## config.mk

```make
export PLATFORM = sky130hd
export DESIGN_NAME = wave_combiner
export DESIGN_NICKNAME = d
export VERILOG_FILES = /design/src/design/wavegen_pkg.sv /design/src/design/wave_combiner.sv
export SDC_FILE = /design/constraint.sdc
export NUM_CORES = 1
export LEC_CHECK = 0
export BUFFER_PORTS_ARGS = -buffer_cell sky130_fd_sc_hd__buf_4
export CAP_MARGIN = 20
export CORE_MARGIN = 2
export CORE_UTILIZATION = 41
export CTS_BUF_LIST = sky130_fd_sc_hd__clkbuf_16
export DETAILED_ROUTE_END_ITERATION = 8
export PLACE_DENSITY = 0.75
export REMOVE_ABC_BUFFERS = 1
export SLEW_MARGIN = 20
export SYNTH_ARGS = -nofsm -noshare
export SYNTH_HDL_FRONTEND = slang
export SYNTH_SLANG_ARGS = --single-unit
```

## constraint.sdc

```tcl
create_clock -name pipe_clk -period 3.7 [get_ports pipe_clk]
set_input_delay 0.74 -clock pipe_clk [delete_from_list [all_inputs] [get_ports pipe_clk]]
set_output_delay 0.74 -clock pipe_clk [all_outputs]
set_load 0.01 [all_outputs]
```

## src/design/wavegen_pkg.sv

```systemverilog
`default_nettype none

package wavegen_pkg;

  ////////////////////////////////////////////////////////////////////
  // sample and word types
  ////////////////////////////////////////////////////////////////////

  // one waveform sample, same width as the host pipe
  typedef logic signed [15:0] sample_t;

  // playback word, two consecutive samples
  typedef struct packed {
    sample_t hi;  // odd address
    sample_t lo;  // even address
  } wave_word_t;

  // trigger data, same layout as wave_word_t
  typedef logic [31:0] trig_word_t;

  // clamp limits for lane sums
  localparam sample_t SAMPLE_MAX = 16'sh7fff;
  localparam sample_t SAMPLE_MIN = 16'sh8000;

  ////////////////////////////////////////////////////////////////////
  // host pipe
  ////////////////////////////////////////////////////////////////////

  // one pipe transaction, 20 bits
  // write and read are exclusive, rewind wins over both
  typedef struct packed {
    logic    write;        // store data at pipe address
    logic    read;         // fetch sample at pipe address
    logic    rewind;       // pipe address back to zero
    logic    channel_sel;  // 0 = chan a, 1 = chan b
    sample_t data;
  } pipe_req_t;

  // playback words per channel unless the top says otherwise
  localparam int unsigned DEFAULT_DEPTH_WORDS = 256;

endpackage

`default_nettype wire

```

## src/design/wave_combiner.sv

```systemverilog
`timescale 1ns/10ps
`default_nettype none

// sums chan a and chan b lane by lane, or passes trigger data
// also merges the two pipe readback paths
module wave_combiner
  import wavegen_pkg::*;
(
  input  wire logic        pipe_clk,
  input  wire logic        reset,
  input  wire wave_word_t  word_a,
  input  wire wave_word_t  word_b,
  input  wire logic        valid_a,
  input  wire logic        valid_b,
  input  wire sample_t     rd_a,
  input  wire sample_t     rd_b,
  input  wire logic        is_from_trigger,
  input  wire trig_word_t  data_from_trig,
  output sample_t          pipe_out_data,
  output wave_word_t       wave,
  output logic             wave_valid
);

  // signed add clamped to the sample range
  function automatic sample_t sat_add(input sample_t a, input sample_t b);
    logic signed [16:0] s;
    s = {a[15], a} + {b[15], b};  // one guard bit
    if (s[16] != s[15]) begin     // overflow either way
      return s[16] ? SAMPLE_MIN : SAMPLE_MAX;
    end
    return s[15:0];
  endfunction

  //////////////////////////////////////////////////////////////////////
  // lane sums
  //////////////////////////////////////////////////////////////////////

  wave_word_t sum_word;
  wave_word_t next_wave;

  always_comb begin
    sum_word.hi = sat_add(word_a.hi, word_b.hi);
    sum_word.lo = sat_add(word_a.lo, word_b.lo);
  end

  // trigger bypass, decided in the same stage as the words
  assign next_wave = is_from_trigger ? wave_word_t'(data_from_trig) : sum_word;

  //////////////////////////////////////////////////////////////////////
  // output stage
  //////////////////////////////////////////////////////////////////////

  always_ff @(posedge pipe_clk) begin
    if (reset) begin
      wave       <= '0;
      wave_valid <= 1'b0;
    end else begin
      wave_valid <= valid_a;
      if (valid_a) begin
        wave <= next_wave;  // holds between pops
      end
    end
  end

  // only the channel that was read drives non-zero
  assign pipe_out_data = rd_a | rd_b;

  // both buffers see the same pop, so they must stay in step
  a_valid_lockstep : assert property (
    @(posedge pipe_clk) disable iff (reset)
    valid_a == valid_b
  );

endmodule

`default_nettype wire

```

# After elaboration in Yosys (flattened, before gate mapping)
# Index checks and enable logic that the tools add are counted.
# totals
register_bits	33
latchBits	0
ram_bits	0
mem_bits_ro	0
in_bits	133
output_inout_bits	49
elab_cells	17
mem_count	0
# classes
add_sub_neg	2
n_mul	0
div_mod_pow	0
order_cmp	0
n_eq_ne	2
n_shift	0
muxes	9
bitwise	1
reduce_logical	0
# op_table
op	count
2-to-1 mux 16 bit	6
adder 16 x 16 -> 17 bit	2
2-to-1 mux 32 bit	1
OR 16 bit	1
2-to-1 mux 1 bit	2
!= test 1 bit	2

# Longest topological paths before layout
# Gate-level depths: netlist of the first run.
# depth
depth_word	5
mapped_depth	14
ltp_nobuf	14

# Worst setup path after synthesis of the first run
# OpenSTA, ideal clock, no wires.
# synth_path
kind	input to register
startpoint	input word_a[1] in the netlist's numbering
endpoint	register wave[3] in the netlist's numbering
setup_time_ps	86
t_arrival_ps	3443
required_ps	3614
path_slack_ps	172
stages	13
n_path_buf	0
path_cell_list	ha_1 a211oi_1 nor2_1 o311a_1 o41ai_2 o21bai_1 a21oi_2 xnor2_1 ha_1 nand2_1 a31oi_2 nor2_2 a211oi_1
# synth_via
elab_chain_len	5
elab_cells_between_ends	7
classes_between	add/sub: 1; eq/ne: 1; mux: 5
# synth_rtl
item	line_no	rtl
from (decl)	wave_combiner.sv:11	input wire wave_word_t word_a,
adder 16 x 16 -> 17 bit (*)	wave_combiner.sv:27	s = {a[15], a} + {b[15], b};
2-to-1 mux 16 bit or != test 1 bit (tied branches)	wave_combiner.sv:29, wave_combiner.sv:28	
2-to-1 mux 16 bit or 2-to-1 mux 1 bit (tied branches)	wave_combiner.sv:28	if (s[16] != s[15]) begin
2-to-1 mux 16 bit (*)	wave_combiner.sv:31	return s[15:0];
2-to-1 mux 32 bit (*)	wave_combiner.sv:47	assign next_wave = is_from_trigger ? wave_word_t'(data_from_trig) : sum_word;
to (signal assigned)	wave_combiner.sv:60	wave <= next_wave;
to (decl)	wave_combiner.sv:20	output wave_word_t wave,
# Mark *: on every way between the ends. The rest lies on a longest branch, timed or not. The select of a mux whose other input is x is not followed.
# A chain may end at the register's enable or synchronous reset.

# Worst setup path after layout of the first run
# layout_path
startpoint	input word_a[1] in the netlist's numbering
endpoint	register wave[14] in the netlist's numbering
# The elaborated chain is that of the path after synthesis.

==> results.cfg, run 1 <==
[synth]
synth.distinct_cells = 62
synthTopCellsByArea = dfxtp_1 20%, ha_1 13%, xnor2_1 4.6%, o22ai_1 4.3%, nor2_1 4.1%
post_synth_inst_count = 404
post_synth_and_or_nand_nor_area_fraction_pct = 24.30
synth_compound_area_share_pct = 30.41
yosysTopAreaCellShare_pct = 20.40
synthesis.area_um2 = 3238
synth-edff-count = 0
yosys.area_share.adder_pct = 14.37
yosys_warnings = 0
synth_sequential_area_ratio_pct = 20.40
synth-async-reset-ratio_pct = 0
share_of_cell_area_taken_by_muxes_after_synthesis_pct = 0.3091
dominant_combinational_cell_family_by_area_after_synthesis = compound AO/OA/AOI/OAI gates
yosys_register_bits = 33
avg_inst_size_synth_um2 = 8.015
synth_top_flop_cell = dfxtp_1
synth.largest_area_cell = dfxtp_1
yosys.area_share.xor_xnor_pct = 6.221

[grt]
grt_pass1_vias = 3606
overall_overflow_remaining_after_global_route = 0
grt.total_usage_pct = 22.38
maximum_number_of_pins_on_one_net_before_global_route_repair = 39
grt_pass1_wl_um = 16030
antenna_found_initial = 0

[sta]
finalSetupViolCount = 0
worst_pin_slew_ns = 0.7424
worst_hold_slack_ns = 0.4556
totalNegativeSetupSlack_ns = 0
finalHoldViolCount = 0
timing.max_slew.rel_slack_pct = 50.39
finalCriticalPeriod_ns = 3.509
final_max_slew_viol_count = 0
timing.clock.skew_ns = 0
fmax_mhz = 285.0
final_min_period_over_clock_period_pct = 94.85
post-route-worst-setup-slack_ns = 0.1907

[drt]
totalWireLength_um = 9966
via_count = 3709
met3WireLength_um = 627
total_drc_errors_in_the_routed_layout = 0
ant_nets = 0
wirelength_met1_um = 4195
route.top_layer_used = met4
met2_wirelength_um = 5052
drt_first_pass_iters = 4
detail_route.vias_per_cell = 5.352
routedWlPerCell_um = 14.38
drt-initial-drc-count = 102

[hold_path]
hold_path_class = reg2reg

[place]
place_worst_setup_slack_ns = -0.2316
io_buffers = 180
placedInstanceArea_um2 = 4742
globalplace.congestion = 0.8636
dp_hpwl_um = 8034

[final_layout]
final_net_count = 759
synthToLayoutAreaGrowth_pct = 52.70
num_antenna_cells = 0
final_area_um2 = 4945
drive_above_1_share_pct = 42.47

[critical_path]
timing_worst_setup_path_type = in2reg
critical_path_required_ns = 3.89
timing.critical_path.to_type = register
cp_slowest_stage_delay_ns = 0.42
cell_family_with_most_cp_delay = compound AO/OA/AOI/OAI gates
critical_path.max_fanout = 8
cp_num_buf_inv = 2
worstPathArrival_ns = 3.70
crit_slowest_cell = o41ai_2
start_kind = input pin
crit_path_cell_trace = buf_4 > ha_1 > a211oi_2 > nor2_1 > o311a_1 > o41ai_2 > o21bai_1 > a21oi_2 > xnor2_1 > ha_4 > nand2_1 > a31oi_2 > buf_4 > nor2_1 > o221ai_1

[clocking]
clkLatencyLatePin_ns = 0.27
htreeDepth = 2
cell_at_the_root_of_the_clock_tree = clkbuf_16
clk_transition_reported_paths_ns = 0.06
cts-root-to-sink-buffers = 2
tritoncts_clock_tree = yes
numClockSinks = 33
cts_hold_buffers = 0
cts_inserted_buffers = 5

[floorplan]
die_outline_area_um2 = 8625
floorplan.initialDensity_pct = 42.12
die_height_um = 92.87
die_w_um = 92.87
fp.coreArea_um2 = 7687
boundaryPins = 182
row_count = 32

[run]
max-cap-violations = 0

[power_and_ir_drop]
static-leakage-power_nw = 2.290
vdd_drop_max_v = 0.0001902
power_density_nw_per_um2 = 330.0
totalPowerFinal_mw = 1.632

[status]
outcome = complete, no violations
[state kept, by name, summed over array words and instances (netlist names)]
signal / cells
wave: 32
wave_valid: 1
[routing by layer]
| metal | up-vias | global-route usage, % |
|---|---|---|
| met5 | - | 0 |
| met4 | 0 | 6.373 |
| met3 | 8 | 2.685 |
| met2 | 151 | 41.18 |
| met1 | 1671 | 27.15 |
| li1 | 1879 | - |
[cells in the mapped netlist (3+ instances only)]
cell      instances
a211oi_1         14
a211oi_2          4
a21o_1            5
a21oi_1          22
a31oi_1           5
and3_1            3
buf_2             4
clkbuf_1         10
dfxtp_1          33
ha_1             34
inv_1            12
nand2_1          27
nand2b_1          9
nand3_1           6
nor2_1           35
nor2b_1          10
nor3_1           13
nor4_2            9
o211ai_1          3
o21a_1            8
o21ai_0          20
o21ai_1           5
o22ai_1          22
o31a_1            3
or2_2            19
xnor2_1          17
xor2_1            6
[worst register-to-register path, delay by kind of cell (launching register included)]
family          cells  cell delay, ns
compound gates      3            0.57
flops               1            0.36
[timing repair]
action | 4_1_cts | 5_1_grt
buffers inserted | 0 | 1
gates resized for setup | 0 | 7
setup endpoints to repair | 0 | 15
[final timing paths]
| path | start | slack (ns) | endpoint | depth (start not counted) |
|---|---|---|---|---|
| hold / removal | wave[9] | 0.46 | wave[9] | 2 |
| setup / recovery | word_a[1] | 0.19 | wave[14] | 15 |
| hold reg to reg | wave[9] | 0.46 | wave[9] | 2 |
| setup reg to reg | wave[8] | 2.69 | wave[8] | 3 |
[report_power, final]
part | switching, mW | internal (mW) | leakage (nW)
Combinational | 0.360 | 0.386 | 1.93
Clock | 0.157 | 0.313 | 0.0826
Sequential | 0.0212 | 0.395 | 0.274
Total | 0.538 | 1.09 | 2.29
[per-stage QoR]
stage | cells | utilization, %
2_1_floorplan | 388 | -
3_3_place_gp | 684 | 61.69
3_5_place_dp | 684 | 61.69
4_1_cts | 692 | 63.80
5_1_grt | 693 | 64.32
6_report | 693 | 64.32
[logic make-up (layout without fill, tap and decap cells)]
group / Yosys count / count (layout)
AND/OR/NAND/NOR: 144 / 144
buffers and inverters: 29 / 216
multiplexers: 1 / 1
XOR/XNOR: 23 / 23
AO/OA/AOI/OAI: 138 / 138
flip-flops: 33 / 33
adder cells (fa/ha/maj): 36 / 36
[area by class of cell]
class	instances	area [um2]
clock buffers	5	125.1
clock inverters	3	37.54
fillers	694	2743
inverters	13	48.80
multi-input cells	342	2481
flip-flops and latches	33	660.6
well taps	102	127.6
repair buffers	195	1464
[cell usage in the layout, fill, tap and decap left out, drive strengths merged, types with 2 or more instances in the layout]
| master | n |
|---|---|
| o22ai | 22 |
| a31oi | 6 |
| and3 | 3 |
| buf | 195 |
| nor3b | 2 |
| o211ai | 5 |
| nor3 | 13 |
| nand2b | 9 |
| or3 | 2 |
| inv | 14 |
| xnor2 | 17 |
| o31a | 3 |
| nand3 | 6 |
| nor4 | 11 |
| o31ai | 2 |
| a311oi | 2 |
| o211a | 2 |
| a21o | 5 |
| a21oi | 24 |
| o311a | 2 |
| nor2 | 37 |
| a211oi | 19 |
| o21ai | 25 |
| o311ai | 2 |
| nor2b | 10 |
| clkbuf | 5 |
| nand2 | 27 |
| fa | 2 |
| o21bai | 2 |
| ha | 34 |
| or2 | 20 |
| o41ai | 2 |
| o21a | 8 |
| xor2 | 6 |
| dfxtp | 33 |
(Power assumes the default switching activity.)
==> inputs of run 2 (changes only) <==
- HOLD_SLACK_MARGIN: default -> 0.15
- clock period: 3.7 -> 3 ns (I/O delays scaled with it)
==> results.cfg, run 2 (synthesis results as in run 1) <==
[power_and_ir_drop]
pwr-share-comb_pct = 50.8
power.net_switching_uw = 729.6
power.share.sequential_pct = 24.8
vdd_drop_max_v = 0.0002340
static-leakage-power_nw = 2.465
sw_frac_of_total_pct = 35.08
power.clock.fraction_pct = 24.4
intPower_mw = 1.350
power_density_nw_per_um2 = 387.9
totalPowerFinal_mw = 2.080

[final_layout]
flip_flop_count_of_the_largest_register_all_copies_and_words_added = 32
multi_input_comb_area_um2 = 2634
num_antenna_cells = 0
final_area_um2 = 5361
layout.cells.most_common_list = 223 x buf_4, 33 x nor2_1, 33 x dfxtp_1
largestRegisters = wave x32, wave_valid x1
top_register = wave
final.fill_count = 650
seq_area_um2 = 660.6
final_common_cell = buf_4
synthToLayoutAreaGrowth_pct = 65.57
final_net_count = 792
drive_above_1_share_pct = 49.52

[sta]
post-route-worst-setup-slack_ns = -0.1812
finalSetupViolCount = 9
grt_setup_unrepaired = true
timing.clock.skew_ns = 0
fmax_mhz = 314.4
finalCriticalPeriod_ns = 3.181
worst_hold_slack_ns = 0.4595
totalNegativeSetupSlack_ns = -0.6356
worst_pin_slew_ns = 0.8153
finalHoldViolCount = 0
timing.max_slew.rel_slack_pct = 45.51
final_max_slew_viol_count = 0
final_min_period_over_clock_period_pct = 106.0

[grt]
antenna_found_initial = 0
grt_pass1_vias = 3843
overall_overflow_remaining_after_global_route = 0
grt.total_usage_pct = 24.19
maximum_number_of_pins_on_one_net_before_global_route_repair = 39
grt_pass1_wl_um = 17170

[floorplan]
die_height_um = 92.87
die_outline_area_um2 = 8625
die_w_um = 92.87
fp.coreArea_um2 = 7687
floorplan.initialDensity_pct = 42.12
row_count = 32
boundaryPins = 182

[drt]
drt-initial-drc-count = 89
detail_route.vias_per_cell = 5.364
ant_nets = 0
totalWireLength_um = 10750
drt_first_pass_iters = 4
routedWlPerCell_um = 14.81
total_drc_errors_in_the_routed_layout = 0
via_count = 3894

[clocking]
clkLatencyLatePin_ns = 0.28
tritoncts_clock_tree = yes
cell_at_the_root_of_the_clock_tree = clkbuf_16
numClockSinks = 33
clk_transition_reported_paths_ns = 0.06
htreeDepth = 2
cts_inserted_buffers = 5
cts-root-to-sink-buffers = 2

[critical_path]
start_kind = input pin
critical_path.max_fanout = 4
timing_worst_setup_path_type = in2reg
critical_path_required_ns = 3.19
worstPathArrival_ns = 3.37
timing.critical_path.to_type = register

[hold_path]
hold_path_class = reg2reg

[place]
placedInstanceArea_um2 = 4957
dp_hpwl_um = 8423
io_buffers = 180
globalplace.congestion = 0.8596

[status]
failed_checks = negative setup slack
outcome = complete, but fails checks

[run]
max-cap-violations = 0
==> run 2: cell count changes in the layout (fill, tap and decap cells not counted), moves of 4 or more <==
cell	change
ha_1	-5
a21oi_1	-4
buf_4	+28
a211oi_1	-4
a21oi_2	+4
o21ai_0	-4
a211oi_2	+4
==> run 2: repair_timing <==
item                                    CTS  global route
hold buffers                              0             0
endpoints found under the setup margin   16            16
setup buffers                             7             2
gates cloned                              0             0
pin swaps                                24            11
endpoints found under the hold margin     0             0
resized for setup                        28            16
==> run 2: final timing paths <==
kind	from	to	slack, ns	cells after the start
hold / removal	wave[31]	wave[31]	0.46	2
hold reg to reg	wave[31]	wave[31]	0.46	2
setup reg to reg	wave[8]	wave[8]	1.97	3
setup / recovery	word_a[5]	wave[3]	-0.18	12
==> run 2: cell type report <==
type | count | share of cell area [%]
Multi-Input combinational cell | 342 | 49.12
Timing Repair Buffer | 228 | 32.51
Sequential cell | 33 | 12.32
Tap cell | 102 | 2.380
Clock buffer | 5 | 2.334
Inverter | 13 | 1.004
Clock inverter | 3 | 0.3267
==> run 2: layer usage <==
metal  track usage, %  wire length, um  vias to the layer above
li1                 -                -                     1946
met1            28.26             4335                     1772
met2            45.05             5448                      156
met3            3.743              711                       20
met4            7.230              259                        0
met5                0                0                        -
==> run 2: through the flow <==
stage | instances | setup slack [ns] | utilization (%)
after floorplan | 388 | -0.3884 | -
after global placement | 711 | -0.6273 | 64.49
after detailed placement | 711 | -0.7237 | 64.49
after CTS | 724 | -0.1355 | 68.60
after global routing | 726 | -0.3078 | 69.74
final | 726 | -0.1812 | 69.74
==> run 2: power groups by stage <==
stage | sequential (mW) | combinational, mW | clock [mW]
2_1_floorplan | 0.541 | 0.480 | 0
3_3_place_gp | 0.522 | 0.927 | 0
3_5_place_dp | 0.524 | 0.942 | 0
4_1_cts | 0.514 | 1.01 | 0.508
5_1_grt | 0.520 | 1.15 | 0.535
6_report | 0.515 | 1.06 | 0.507
==> run 2: worst max-delay path: stages <==
cell	delay, ns
buf_4	0.11
ha_1	0.20
or2_4	0.24
o311a_4	0.37
o41ai_4	0.30
o21bai_1	0.11
a21oi_2	0.18
xnor2_1	0.10
ha_1	0.36
buf_6	0.15
or3_4	0.39
a211oi_2	0.26
==> inputs of run 3 (changes only) <==
- BUFFER_PORTS_ARGS: -buffer_cell sky130_fd_sc_hd__buf_4 -> default
- CORE_UTILIZATION: 41 -> 50
- DONT_BUFFER_PORTS: default -> 1
- PLACE_DENSITY: 0.75 -> 0.65
==> results.cfg, run 3 (synthesis results as in run 1) <==
[status]
failed_checks = negative setup slack
outcome = complete, but fails checks

[drt]
drt-initial-drc-count = 66
ant_nets = 0
totalWireLength_um = 8859
drt_first_pass_iters = 4
via_count = 3199
detail_route.vias_per_cell = 6.164
routedWlPerCell_um = 17.07
total_drc_errors_in_the_routed_layout = 0

[run]
max-cap-violations = 0

[power_and_ir_drop]
static-leakage-power_nw = 1.570
vdd_drop_max_v = 0.0003405
totalPowerFinal_mw = 1.811
power_density_nw_per_um2 = 466.3

[final_layout]
synthToLayoutAreaGrowth_pct = 19.94
final.fill_count = 581
largestRegisters = wave x32, wave_valid x1
final_common_cell = buf_4
drive_above_1_share_pct = 27.15
num_antenna_cells = 0
final_area_um2 = 3884
layout.cells.most_common_list = 40 x buf_4, 33 x dfxtp_1, 32 x nor2_1
top_register = wave
flip_flop_count_of_the_largest_register_all_copies_and_words_added = 32
final_core_utilization_pct = 61.51
final_net_count = 610

[grt]
grt.total_usage_pct = 23.75
grt_pass1_wl_um = 13820
maximum_number_of_pins_on_one_net_before_global_route_repair = 39
overall_overflow_remaining_after_global_route = 0
grt_pass1_vias = 3051
antenna_found_initial = 0

[clocking]
numClockSinks = 33
cts_inserted_buffers = 5
clkLatencyLatePin_ns = 0.27
htreeDepth = 2
clk_transition_reported_paths_ns = 0.05
cts-root-to-sink-buffers = 2
tritoncts_clock_tree = yes
cell_at_the_root_of_the_clock_tree = clkbuf_16

[floorplan]
boundaryPins = 182
floorplan.initialDensity_pct = 51.29
fp.coreArea_um2 = 6314
row_count = 29
die_outline_area_um2 = 7136
die_w_um = 84.48
die_height_um = 84.48

[sta]
final_min_period_over_clock_period_pct = 102.0
worst_pin_slew_ns = 0.7764
finalCriticalPeriod_ns = 3.060
finalHoldViolCount = 0
post-route-worst-setup-slack_ns = -0.05957
grt_setup_unrepaired = true
finalSetupViolCount = 3
timing.max_slew.rel_slack_pct = 48.11
fmax_mhz = 326.8
timing.clock.skew_ns = 0
totalNegativeSetupSlack_ns = -0.09886
final_max_slew_viol_count = 0

[hold_path]
hold_end = wave[0]
hold_path_startpoint = reset
worstHoldPathCells = 1
hold_path_class = in2reg

[critical_path]
start_kind = input pin
crit_path_cell_trace = ha_4 > a211oi_2 > nor2_2 > o311a_1 > o41ai_2 > o21bai_1 > a21oi_2 > xnor2_1 > ha_1 > buf_6 > or3_4 > a211oi_2
reg2reg_to = wave[8]
reg2reg_from = wave[8]
critical_path_required_ns = 3.20
cp_slowest_stage_delay_ns = 0.37
path_common_cell = a211oi_2
crit_slowest_cell = o311a_1
timing_worst_setup_path_type = in2reg
critical_path.max_fanout = 5
worst-r2r-setup-slack_ns = 1.95
cell_family_with_most_cp_delay = compound AO/OA/AOI/OAI gates
timing.critical_path.to_type = register
worstPathArrival_ns = 3.26
timing.reg2reg.worst_path_depth = 3
cp_num_buf_inv = 1

[place]
placedInstanceArea_um2 = 3540
dp_hpwl_um = 6870
globalplace.congestion = 0.8538
io_buffers = 0
[run 3: cell types whose count changed in the layout (fill, tap and decap cells not counted), sizes merged]
cell	change
buf	-182
clkinv	-1
inv	+1
[run 3: what timing repair did]
item                       in CTS  in global routing
hold buffers                    0                  0
setup endpoints to repair      15                 16
gates resized for setup         9                 26
buffers inserted                6                  3
pin swaps                      10                 25
[run 3: power by group]
group	internal (mW)	switching (mW)	leakage, nW	total, mW
sequential	0.487	0.0576	0.274	0.545
combinational	0.383	0.384	1.22	0.767
clock	0.302	0.198	0.0748	0.499
total	1.17	0.639	1.57	1.81
[run 3: final cells by class]
type                            instances  area (um2)  share of cell area, %
Sequential cell                        33       660.6                  17.01
Tap cell                               77       96.34                  2.481
Timing Repair Buffer                   46       367.9                  9.472
Multi-Input combinational cell        342        2567                  66.11
Inverter                               13       52.55                  1.353
Clock buffer                            5       125.1                  3.222
Clock inverter                          3       13.76                 0.3544
[run 3: worst reg2reg max path, stage by stage (launching register included)]
cell and delay [ns]:
dfxtp_1 0.40, o22ai_1 0.11, a311o_1 0.35, a31oi_1 0.12
[run 3: how the worst max path moves through the flow]
stage                   start  endpoint  slack (ns)  cells past startpoint
floorplan           word_a[1]   wave[0]       -0.39                     13
global placement    word_a[1]   wave[3]       -0.46                     12
detailed placement  word_a[1]   wave[3]       -0.53                     12
CTS                 word_a[2]   wave[6]       0.006                     14
global route        word_b[1]  wave[13]       -0.27                     14
finish              word_b[1]   wave[3]       -0.06                     12
[run 3: metrics by stage]
step | hold WS [ns] | setup WS (ns) | std cells
2_1_floorplan | 0.4704 | -0.3884 | 388
6_report | 0.3879 | -0.05957 | 519
3_3_place_gp | 0.5074 | -0.4639 | 503
4_1_cts | 0.3824 | 0.006108 | 517
3_5_place_dp | 0.5100 | -0.5266 | 503
5_1_grt | 0.3740 | -0.2731 | 519
[run 3: per-layer routing]
metal | vias up | global-route usage [%] | share of wire, %
met5 | - | 0 | 0
li1 | 1580 | - | -
met2 | 144 | 43.22 | 50
met1 | 1462 | 26.77 | 40
met3 | 13 | 6.883 | 8.1
met4 | 0 | 7.215 | 1.6
